**src/rtl/nice_mm_cfg.svh**
```systemverilog
// Fixed 4x4 array with a 3x4 B matrix; NICE_CALC_CYCLES must equal NICE_B_ROWS + 2*NICE_DIM - 1
`ifndef NICE_MM_CFG_SVH
`define NICE_MM_CFG_SVH

// Data and address width of the core
`define NICE_XLEN 32

// Instruction fields of the matrix instructions
`define NICE_OP_CUSTOM3 7'h7b
`define NICE_F3_MM 3'b010
`define NICE_F7_LOADA 7'b0001000
`define NICE_F7_LOADB 7'b0001001
`define NICE_F7_CALC 7'b0001010

// Array side, also rows and columns of A
`define NICE_DIM 4
// Rows of B and of C
`define NICE_B_ROWS 3
// Byte step between words in memory
`define NICE_WORD_BYTES 4
// Length of the compute phase in cycles
`define NICE_CALC_CYCLES 10

`endif

```
**src/rtl/nice_mm_pkg.sv**
```systemverilog
// Types only; all sizes follow nice_mm_cfg.svh, so change the array there and nowhere else
`default_nettype none

`include "nice_mm_cfg.svh"

package nice_mm_pkg;

  // Signed data word, arithmetic wraps modulo 2^32
  typedef logic signed [`NICE_XLEN-1:0] word_t;
  // One word per array row or column
  typedef word_t [`NICE_DIM-1:0] vec_t;

  // Index widths of the datapath control
  localparam int buf_idx_w = $clog2(`NICE_DIM * `NICE_DIM);
  localparam int pre_step_w = $clog2(`NICE_DIM);
  localparam int feed_step_w = $clog2(`NICE_CALC_CYCLES);
  localparam int res_idx_w = $clog2(`NICE_B_ROWS * `NICE_DIM);

  //////////////////////////////////////////////////
  // Core and memory bus payloads
  //////////////////////////////////////////////////
  typedef struct packed {
    logic [`NICE_XLEN-1:0] inst;
    logic [`NICE_XLEN-1:0] rs1;
  } nice_req_t;

  typedef struct packed {
    logic err;
  } nice_rsp_t;

  typedef struct packed {
    logic [`NICE_XLEN-1:0] addr;
    logic read;
    word_t wdata;
  } icb_cmd_t;

  typedef struct packed {
    word_t rdata;
    logic err;
  } icb_rsp_t;

  // Operation state of the controller
  typedef enum logic [2:0] {
    op_idle,
    op_load_a,
    op_load_b,
    op_preload,
    op_calc,
    op_store,
    op_respond
  } mm_op_e;

  // Datapath control from the controller
  typedef struct packed {
    logic a_we;
    logic b_we;
    logic [buf_idx_w-1:0] buf_idx;
    logic preload;
    logic [pre_step_w-1:0] pre_step;
    logic feed;
    logic [feed_step_w-1:0] feed_step;
    logic [res_idx_w-1:0] res_idx;
  } dp_ctrl_t;

endpackage

`default_nettype wire

```
**src/rtl/nice_mm_ctrl.sv**
```systemverilog
// Handles one instruction at a time; unknown instructions answer with err set and touch no memory
`timescale 1ns/100ps
`default_nettype none

`include "nice_mm_cfg.svh"

module nice_mm_ctrl import nice_mm_pkg::*; (
  input  logic      nice_clk,
  input  logic      nice_rst_n,
  input  logic      req_valid,
  output logic      req_ready,
  input  nice_req_t req,
  output logic      rsp_valid,
  input  logic      rsp_ready,
  output nice_rsp_t rsp,
  output logic      icb_cmd_valid,
  input  logic      icb_cmd_ready,
  output icb_cmd_t  icb_cmd,
  input  logic      icb_rsp_valid,
  input  logic      icb_rsp_err,
  input  word_t     result,
  output dp_ctrl_t  dp_ctrl,
  output logic      active,
  output logic      mem_holdup
);

  localparam int a_words = `NICE_DIM * `NICE_DIM;
  localparam int b_words = `NICE_B_ROWS * `NICE_DIM;
  localparam int cnt_w = $clog2(a_words + 1);

  mm_op_e                 state_q;
  logic [cnt_w-1:0]       cmd_cnt_q;
  logic [cnt_w-1:0]       rsp_cnt_q;
  logic [cnt_w-1:0]       xfer_words;
  logic [feed_step_w-1:0] step_q;
  logic [`NICE_XLEN-1:0]  base_q;
  logic                   err_q;
  logic [6:0]             opcode;
  logic [2:0]             func3;
  logic [6:0]             func7;
  logic                   is_mm;
  logic                   req_hs;
  logic                   cmd_hs;
  logic                   last_rsp;

  //////////////////////////////////////////////////
  // Decode
  //////////////////////////////////////////////////
  assign opcode = req.inst[6:0];
  assign func3 = req.inst[14:12];
  assign func7 = req.inst[31:25];
  assign is_mm = (opcode == `NICE_OP_CUSTOM3) && (func3 == `NICE_F3_MM);

  assign req_hs = req_valid & req_ready;
  assign cmd_hs = icb_cmd_valid & icb_cmd_ready;

  // Load B and store both move 12 words
  assign xfer_words = (state_q == op_load_a) ? cnt_w'(a_words) : cnt_w'(b_words);
  assign last_rsp = icb_rsp_valid && (rsp_cnt_q == xfer_words - 1'b1);

  //////////////////////////////////////////////////
  // Operation FSM and transfer counters
  //////////////////////////////////////////////////
  always_ff @(posedge nice_clk or negedge nice_rst_n) begin
    if (!nice_rst_n) begin
      state_q <= op_idle;
      cmd_cnt_q <= '0;
      rsp_cnt_q <= '0;
      step_q <= '0;
      err_q <= 1'b0;
    end else begin
      // Commands and responses counted apart, several may be in flight
      if (cmd_hs) begin
        cmd_cnt_q <= cmd_cnt_q + 1'b1;
      end
      if (icb_rsp_valid) begin
        rsp_cnt_q <= rsp_cnt_q + 1'b1;
        err_q <= err_q | icb_rsp_err;
      end
      case (state_q)
        op_idle: begin
          if (req_hs) begin
            cmd_cnt_q <= '0;
            rsp_cnt_q <= '0;
            step_q <= '0;
            err_q <= 1'b0;
            if (is_mm && func7 == `NICE_F7_LOADA) begin
              state_q <= op_load_a;
            end else if (is_mm && func7 == `NICE_F7_LOADB) begin
              state_q <= op_load_b;
            end else if (is_mm && func7 == `NICE_F7_CALC) begin
              state_q <= op_calc;
            end else begin
              // Unsupported instruction
              state_q <= op_respond;
              err_q <= 1'b1;
            end
          end
        end
        op_load_a: begin
          if (last_rsp) begin
            state_q <= op_respond;
          end
        end
        op_load_b: begin
          if (last_rsp) begin
            state_q <= op_preload;
            step_q <= '0;
          end
        end
        // One weight row per step
        op_preload: begin
          if (step_q == feed_step_w'(`NICE_DIM - 1)) begin
            state_q <= op_respond;
          end else begin
            step_q <= step_q + 1'b1;
          end
        end
        op_calc: begin
          if (step_q == feed_step_w'(`NICE_CALC_CYCLES - 1)) begin
            state_q <= op_store;
          end else begin
            step_q <= step_q + 1'b1;
          end
        end
        op_store: begin
          if (last_rsp) begin
            state_q <= op_respond;
          end
        end
        op_respond: begin
          if (rsp_ready) begin
            state_q <= op_idle;
          end
        end
        default: state_q <= op_idle;
      endcase
    end
  end

  // Base address of the current operation
  always_ff @(posedge nice_clk) begin
    if (req_hs) begin
      base_q <= req.rs1;
    end
  end

  //////////////////////////////////////////////////
  // Memory command, core response and status
  //////////////////////////////////////////////////
  assign icb_cmd_valid = ((state_q == op_load_a) || (state_q == op_load_b) ||
                          (state_q == op_store)) && (cmd_cnt_q < xfer_words);

  always_comb begin
    icb_cmd.addr = base_q + `NICE_XLEN'(cmd_cnt_q) * `NICE_XLEN'(`NICE_WORD_BYTES);
    icb_cmd.read = (state_q != op_store);
    // Write data only in store, bus stays quiet on reads
    icb_cmd.wdata = (state_q == op_store) ? result : '0;
  end

  assign rsp_valid = (state_q == op_respond);
  assign rsp.err = err_q;
  assign req_ready = (state_q == op_idle);
  assign active = (state_q == op_idle) ? req_valid : 1'b1;
  assign mem_holdup = (state_q == op_load_a) || (state_q == op_load_b) ||
                      (state_q == op_calc) || (state_q == op_store);

  // Response count picks the buffer slot, command count the C word
  always_comb begin
    dp_ctrl.a_we = (state_q == op_load_a) & icb_rsp_valid;
    dp_ctrl.b_we = (state_q == op_load_b) & icb_rsp_valid;
    dp_ctrl.buf_idx = rsp_cnt_q[buf_idx_w-1:0];
    dp_ctrl.preload = (state_q == op_preload);
    dp_ctrl.pre_step = step_q[pre_step_w-1:0];
    dp_ctrl.feed = (state_q == op_calc);
    dp_ctrl.feed_step = step_q;
    dp_ctrl.res_idx = cmd_cnt_q[res_idx_w-1:0];
  end

endmodule

`default_nettype wire

```
**config.mk**
```make
export PLATFORM = sky130hd
export DESIGN_NAME = nice_mm_ctrl
export DESIGN_NICKNAME = d
export VERILOG_FILES = /design/src/rtl/nice_mm_pkg.sv /design/src/rtl/nice_mm_ctrl.sv
export VERILOG_INCLUDE_DIRS = /design/src /design/src/rtl
export SDC_FILE = /design/constraint.sdc
export NUM_CORES = 1
export LEC_CHECK = 0
export ABC_AREA = 1
export BUFFER_PORTS_ARGS = -buffer_cell sky130_fd_sc_hd__buf_2
export CORE_ASPECT_RATIO = 0.6
export CORE_MARGIN = 2
export CORE_UTILIZATION = 25
export DETAILED_ROUTE_END_ITERATION = 10
export PLACE_DENSITY = 0.52
export SETUP_SLACK_MARGIN = 0.3
export SYNTH_ARGS = -nofsm -noshare
export SYNTH_HDL_FRONTEND = slang
export SYNTH_SLANG_ARGS = --single-unit
```
**constraint.sdc**
```tcl
create_clock -name nice_clk -period 2 [get_ports nice_clk]
set_input_delay 0.4 -clock nice_clk [delete_from_list [all_inputs] [get_ports nice_clk]]
set_output_delay 0.4 -clock nice_clk [all_outputs]
set_load 0.005 [all_outputs]
```
# Word level (Yosys, flattened, before mapping)
# Cells that the tools add are included.
[word_totals]
word_cells = 85
inputBits = 103
regBits = 50
[op_classes]
order_cmp = 1
n_bitwise = 5
add_sub_neg = 5
eq_ne = 23
muxes = 30
n_reduce_logical = 15
[op_table]
columns = ["cell", "count"]
rows = [
  ["$mux W5", 7],
  ["$add A32 B7 Y32", 1],
  ["$mux W32", 1],
  ["$mux W3", 8],
  ["$eq A7 B4 Y1 const B", 3],
  ["$pmux W3 S6", 1],
  ["$mux W4", 4],
  ["$pmux W4 S4", 1],
  ["$add A5 B1 Y5 const B", 2],
  ["$ne A2 B1 Y1 const B", 5],
  ["$eq A3 B2 Y1 const B", 3],
  ["$eq A3 B3 Y1 const B", 3],
  ["$eq A7 B7 Y1 const B", 1],
  ["$mux W1", 7],
  ["$logic_and A1 B1 Y1", 6],
  ["$ne A2 B2 Y1 const B", 3],
  ["$reduce_and A6 Y1", 1],
  ["$eq A5 B5 Y1", 1],
  ["$lt A5 B5 Y1", 1],
  ["$reduce_and A5 Y1", 1],
  ["$sub A5 B1 Y5 const B", 1],
  ["$add A4 B1 Y4 const B", 1],
  ["$and A1 B1 Y1", 4],
  ["$eq A4 B2 Y1 const B", 1],
  ["9 further kinds", 12],
]

# Depth between registers and ports, before layout
[logic_depth]
ltp_word = 8
mapped_depth = 11
mapped_depth_nobuf = 10

# Worst setup path before layout
# No wires, ideal clock.
[synth_timing]
kind = "reg-to-output"
start = "register cmd_cnt_q[0]"
end = "output port icb_cmd[53] in the netlist's numbering"
slack_ps = -134
path_buffers = 0
path_stages_with_launch = 10
arrival_ps = 1734
cell_sequence = "dfrtp_1 > ha_1 > inv_1 > fa_1 > o21ai_2 > nand2_1 > nand2_2 > nand2_1 > o21ai_0 > nand2_1"
[synth_rtl]
columns = ["element", "line_no", "text"]
rows = [
  ["start, declared", "nice_mm_ctrl.sv:32", "logic [cnt_w-1:0] cmd_cnt_q;"],
  ["start signal, assigned", "nice_mm_ctrl.sv:74", "cmd_cnt_q <= cmd_cnt_q + 1'b1;"],
  ["end, declared", "nice_mm_ctrl.sv:18", "output icb_cmd_t icb_cmd,"],
]

==> impl_metrics.env <==
export IMPL_yosysTopAreaCellShare_pct=26.4
export IMPL_worst_setup_path_type="flop to output port"
export IMPL_via_per_inst=4.25
export IMPL_timing_hold_ws_ns=0.0526
export IMPL_seqPwrFrac_pct=25.6
export IMPL_drc=0
export IMPL_synth_ff_type="edfxtp_1"
export IMPL_finalPower_mw=6.48
export IMPL_skew_ns=0.00934
export IMPL_power_share_switching_pct=40.6
export IMPL_worstPathRequired_ns=1.60
export IMPL_hp_class="input pin to async pin"
export IMPL_synth_top_cell_by_area="edfxtp_1"
export IMPL_crit_top_cell="nand2_1"
export IMPL_max_freq_mhz=407
export IMPL_crit_end="icb_cmd[49]"
export IMPL_ios=192
export IMPL_cts_root_buf="clkbuf_16"
export IMPL_rows=34
export IMPL_place_congestion=0.921
export IMPL_finalHoldViolCount=0
export IMPL_clockBufferDepth=2
export IMPL_dp_slack_ns=-0.242
export IMPL_status="finished, violations left"
export IMPL_fin_ws_ns=-0.459
export IMPL_wl_met3_um=987
export IMPL_ys_top_cells_by_area="edfxtp_1, nand2_1, dfrtp_1"
export IMPL_finalCritPeriodShare_pct=123
export IMPL_dp_cells=886
export IMPL_ys_seq_elements=50
export IMPL_slew_viol_final=0
export IMPL_stdcell_count=952
export IMPL_synth_edf_count=32
export IMPL_cts_tree="built"
export IMPL_yosysWarnings=0
export IMPL_hpwl_um=9080
export IMPL_setup_viol=31
export IMPL_grt_pass1_vias=3795
export IMPL_intPower_mw=3.85
export IMPL_avgSynthCellArea_um2=7.17
export IMPL_startpoint_type="flop"
export IMPL_grt_total_usage_pct=15.6
export IMPL_antenna_found_initial=0
export IMPL_switching_power_mw=2.63
export IMPL_drtPass1Iterations=4
export IMPL_core_area_um2=14400
export IMPL_io_buffers=176
export IMPL_first_iter_violations=186
export IMPL_wirelength_um=12600
export IMPL_synth_cell_type_count=34
export IMPL_area_growth_syn_to_layout_pct=73.0
export IMPL_p_clk_share_pct=13.5
export IMPL_rsz0062_at_grt="true"
export IMPL_clock_latency_ns=0.30
export IMPL_clk_pin_slew_ns=0.07
export IMPL_grt_overflow=0
export IMPL_reg2reg_depth=12
export IMPL_p_leak_nw=3.27
export IMPL_cp_end_kind="output port"
export IMPL_htree_levels=2
export IMPL_crit_chain="ha_4 -> inv_2 -> fa_2 -> o21ai_4 -> nand2_4 -> a21oi_4 -> nand2_1 -> nand2_1 -> nand2_1 -> buf_2"
export IMPL_grt_pass1_wl_um=19300
export IMPL_crit_arrival_ns=2.06
export IMPL_start_util_pct=25.3
export IMPL_num_nets_final=866
export IMPL_async_flop_share_pct=36.0
export IMPL_drt_met1_wl_um=6210
export IMPL_power_density_nw_per_um2=1030
export IMPL_critPathMaxFanout=4
export IMPL_cp_startpoint="cmd_cnt_q[0]"
export IMPL_ant_nets=0
export IMPL_via_count=4050
export IMPL_grt_max_degree=23
export IMPL_num_fill_cells=1455
export IMPL_design_area_um2=6300
export IMPL_post_route_cells_drive_above_1_share_pct=51.3
export IMPL_fin_crit_ns=2.46
export IMPL_wl_per_cell_um=13.2
export IMPL_numCtsBuffers=5
export IMPL_reg2reg_slack_ns=0.16
export IMPL_peakVddDrop_mv=0.420
export IMPL_top_layer="met4"
export IMPL_syn_area_um2=3640
export IMPL_synth_cells=508
export IMPL_critical_path_slowest_cell="dfrtp_1"
export IMPL_worstMarginPinSlew_ns=0.461
export IMPL_violations="negative setup slack"
export IMPL_power_frac_comb_pct=60.9
export IMPL_final_util_pct=43.8
export IMPL_die_width_um=160
export IMPL_dieArea_um2=15600
export IMPL_tns_ns=-8.65
export IMPL_slowest_delay_ns=0.39
export IMPL_syn_num_nets=622
export IMPL_reg2reg_from="state_q[0]"
export IMPL_wl_met2_um=5210
export IMPL_dpl_instance_area_um2=4880
export IMPL_cts_sinks=50
export IMPL_yosysSeqAreaShare_pct=38.7
export IMPL_dieHeight_um=97.5
export IMPL_max_slew_margin_rel_pct=69.3
export IMPL_rr_endpoint="step_q[0]"
export IMPL_drv_cap=0
## logic make-up (layout without fill, tap and decap cells)
kind of cell    Yosys count  in the layout  synth area share, %
simple gates            286            286                 34.6
compound gates           22             22                 3.57
other cells               0              1                    0
fa+ha+maj                11             11                 3.98
buf+inv                 119            364                 14.3
xor+xnor                 20             20                 4.81
flops                    50             50                 38.7
## layer usage
metal  vias up  track usage (%)
met5         -                0
met4         0             3.12
li1       2051                -
met2       145             22.8
met1      1844             23.3
met3        10             3.46
## flip-flops by register name, summed over array words and instances, names as in the netlist
name / cells
base_q: 32
cmd_cnt_q: 5
rsp_cnt_q: 5
step_q: 4
state_q: 3
rsp: 1
## layout by cell type (no fill, tap or decap), drive strengths merged, types with 12 or more instances in the layout
master	synthesis	routed
inv	100	101
nor2	76	76
edfxtp	32	32
buf	17	256
a21oi	12	12
nand2	138	138
nand3	38	38
xor2	15	15
nor3	12	12
dfrtp	18	18
## area by class of cell
type | count | area, um^2 | area share, %
multi-input combinational | 339 | 2360 | 37.5
timing repair buffer | 256 | 1740 | 27.6
sequential | 50 | 1410 | 22.4
inverter | 100 | 385 | 6.11
tap | 198 | 248 | 3.93
clock buffer | 5 | 125 | 1.99
clock inverter | 3 | 23.8 | 0.377
antenna | 1 | 2.50 | 0.0397
## power by group through the flow
stage | Sequential (mW) | Combinational (mW) | Clock, mW
floorplan | 1.59 | 1.58 | 0
global placement | 1.66 | 2.38 | 0
detailed placement | 1.66 | 2.38 | 0
CTS | 1.64 | 3.26 | 0.919
global route | 1.70 | 4.31 | 0.963
finish | 1.66 | 3.95 | 0.874
## cells in the mapped netlist (all sizes together) (9+ instances only)
master,n
nor2,76
buf,17
xor2,15
nor3,12
nand4,10
dfrtp,18
nand3,38
inv,100
nand2,138
ha,10
edfxtp,32
a21oi,12
nand3b,9
## critical path, delay by kind of cell (launching register included)
kind | cells | cell delay (ns)
simple gates | 4 | 0.29
fa+ha+maj | 2 | 0.52
flops | 1 | 0.39
buf+inv | 2 | 0.16
compound gates | 2 | 0.42
## what timing repair did
item / 4_1_cts / 5_1_grt
buffers inserted: 24 / 29
hold buffers: 0 / 0
gates resized for setup: 84 / 90
hold endpoints to repair: 0 / 0
pin swaps: 28 / 37
endpoints found under the setup margin: 78 / 110
cloned: 4 / 0
## how the worst min path moves through the flow
| stage | to | slack, ns | cells past startpoint |
|---|---|---|---|
| CTS | rsp_cnt_q[4] | 0.06 | 1 |
| detailed placement | rsp_cnt_q[4] | 0.38 | 1 |
| finish | rsp_cnt_q[3] | 0.05 | 1 |
| global placement | rsp_cnt_q[4] | 0.39 | 1 |
| floorplan | cmd_cnt_q[0] | 0.10 | 0 |
| global route | rsp_cnt_q[3] | 0.09 | 1 |
No activity file was read; power rests on OpenSTA's default activity.
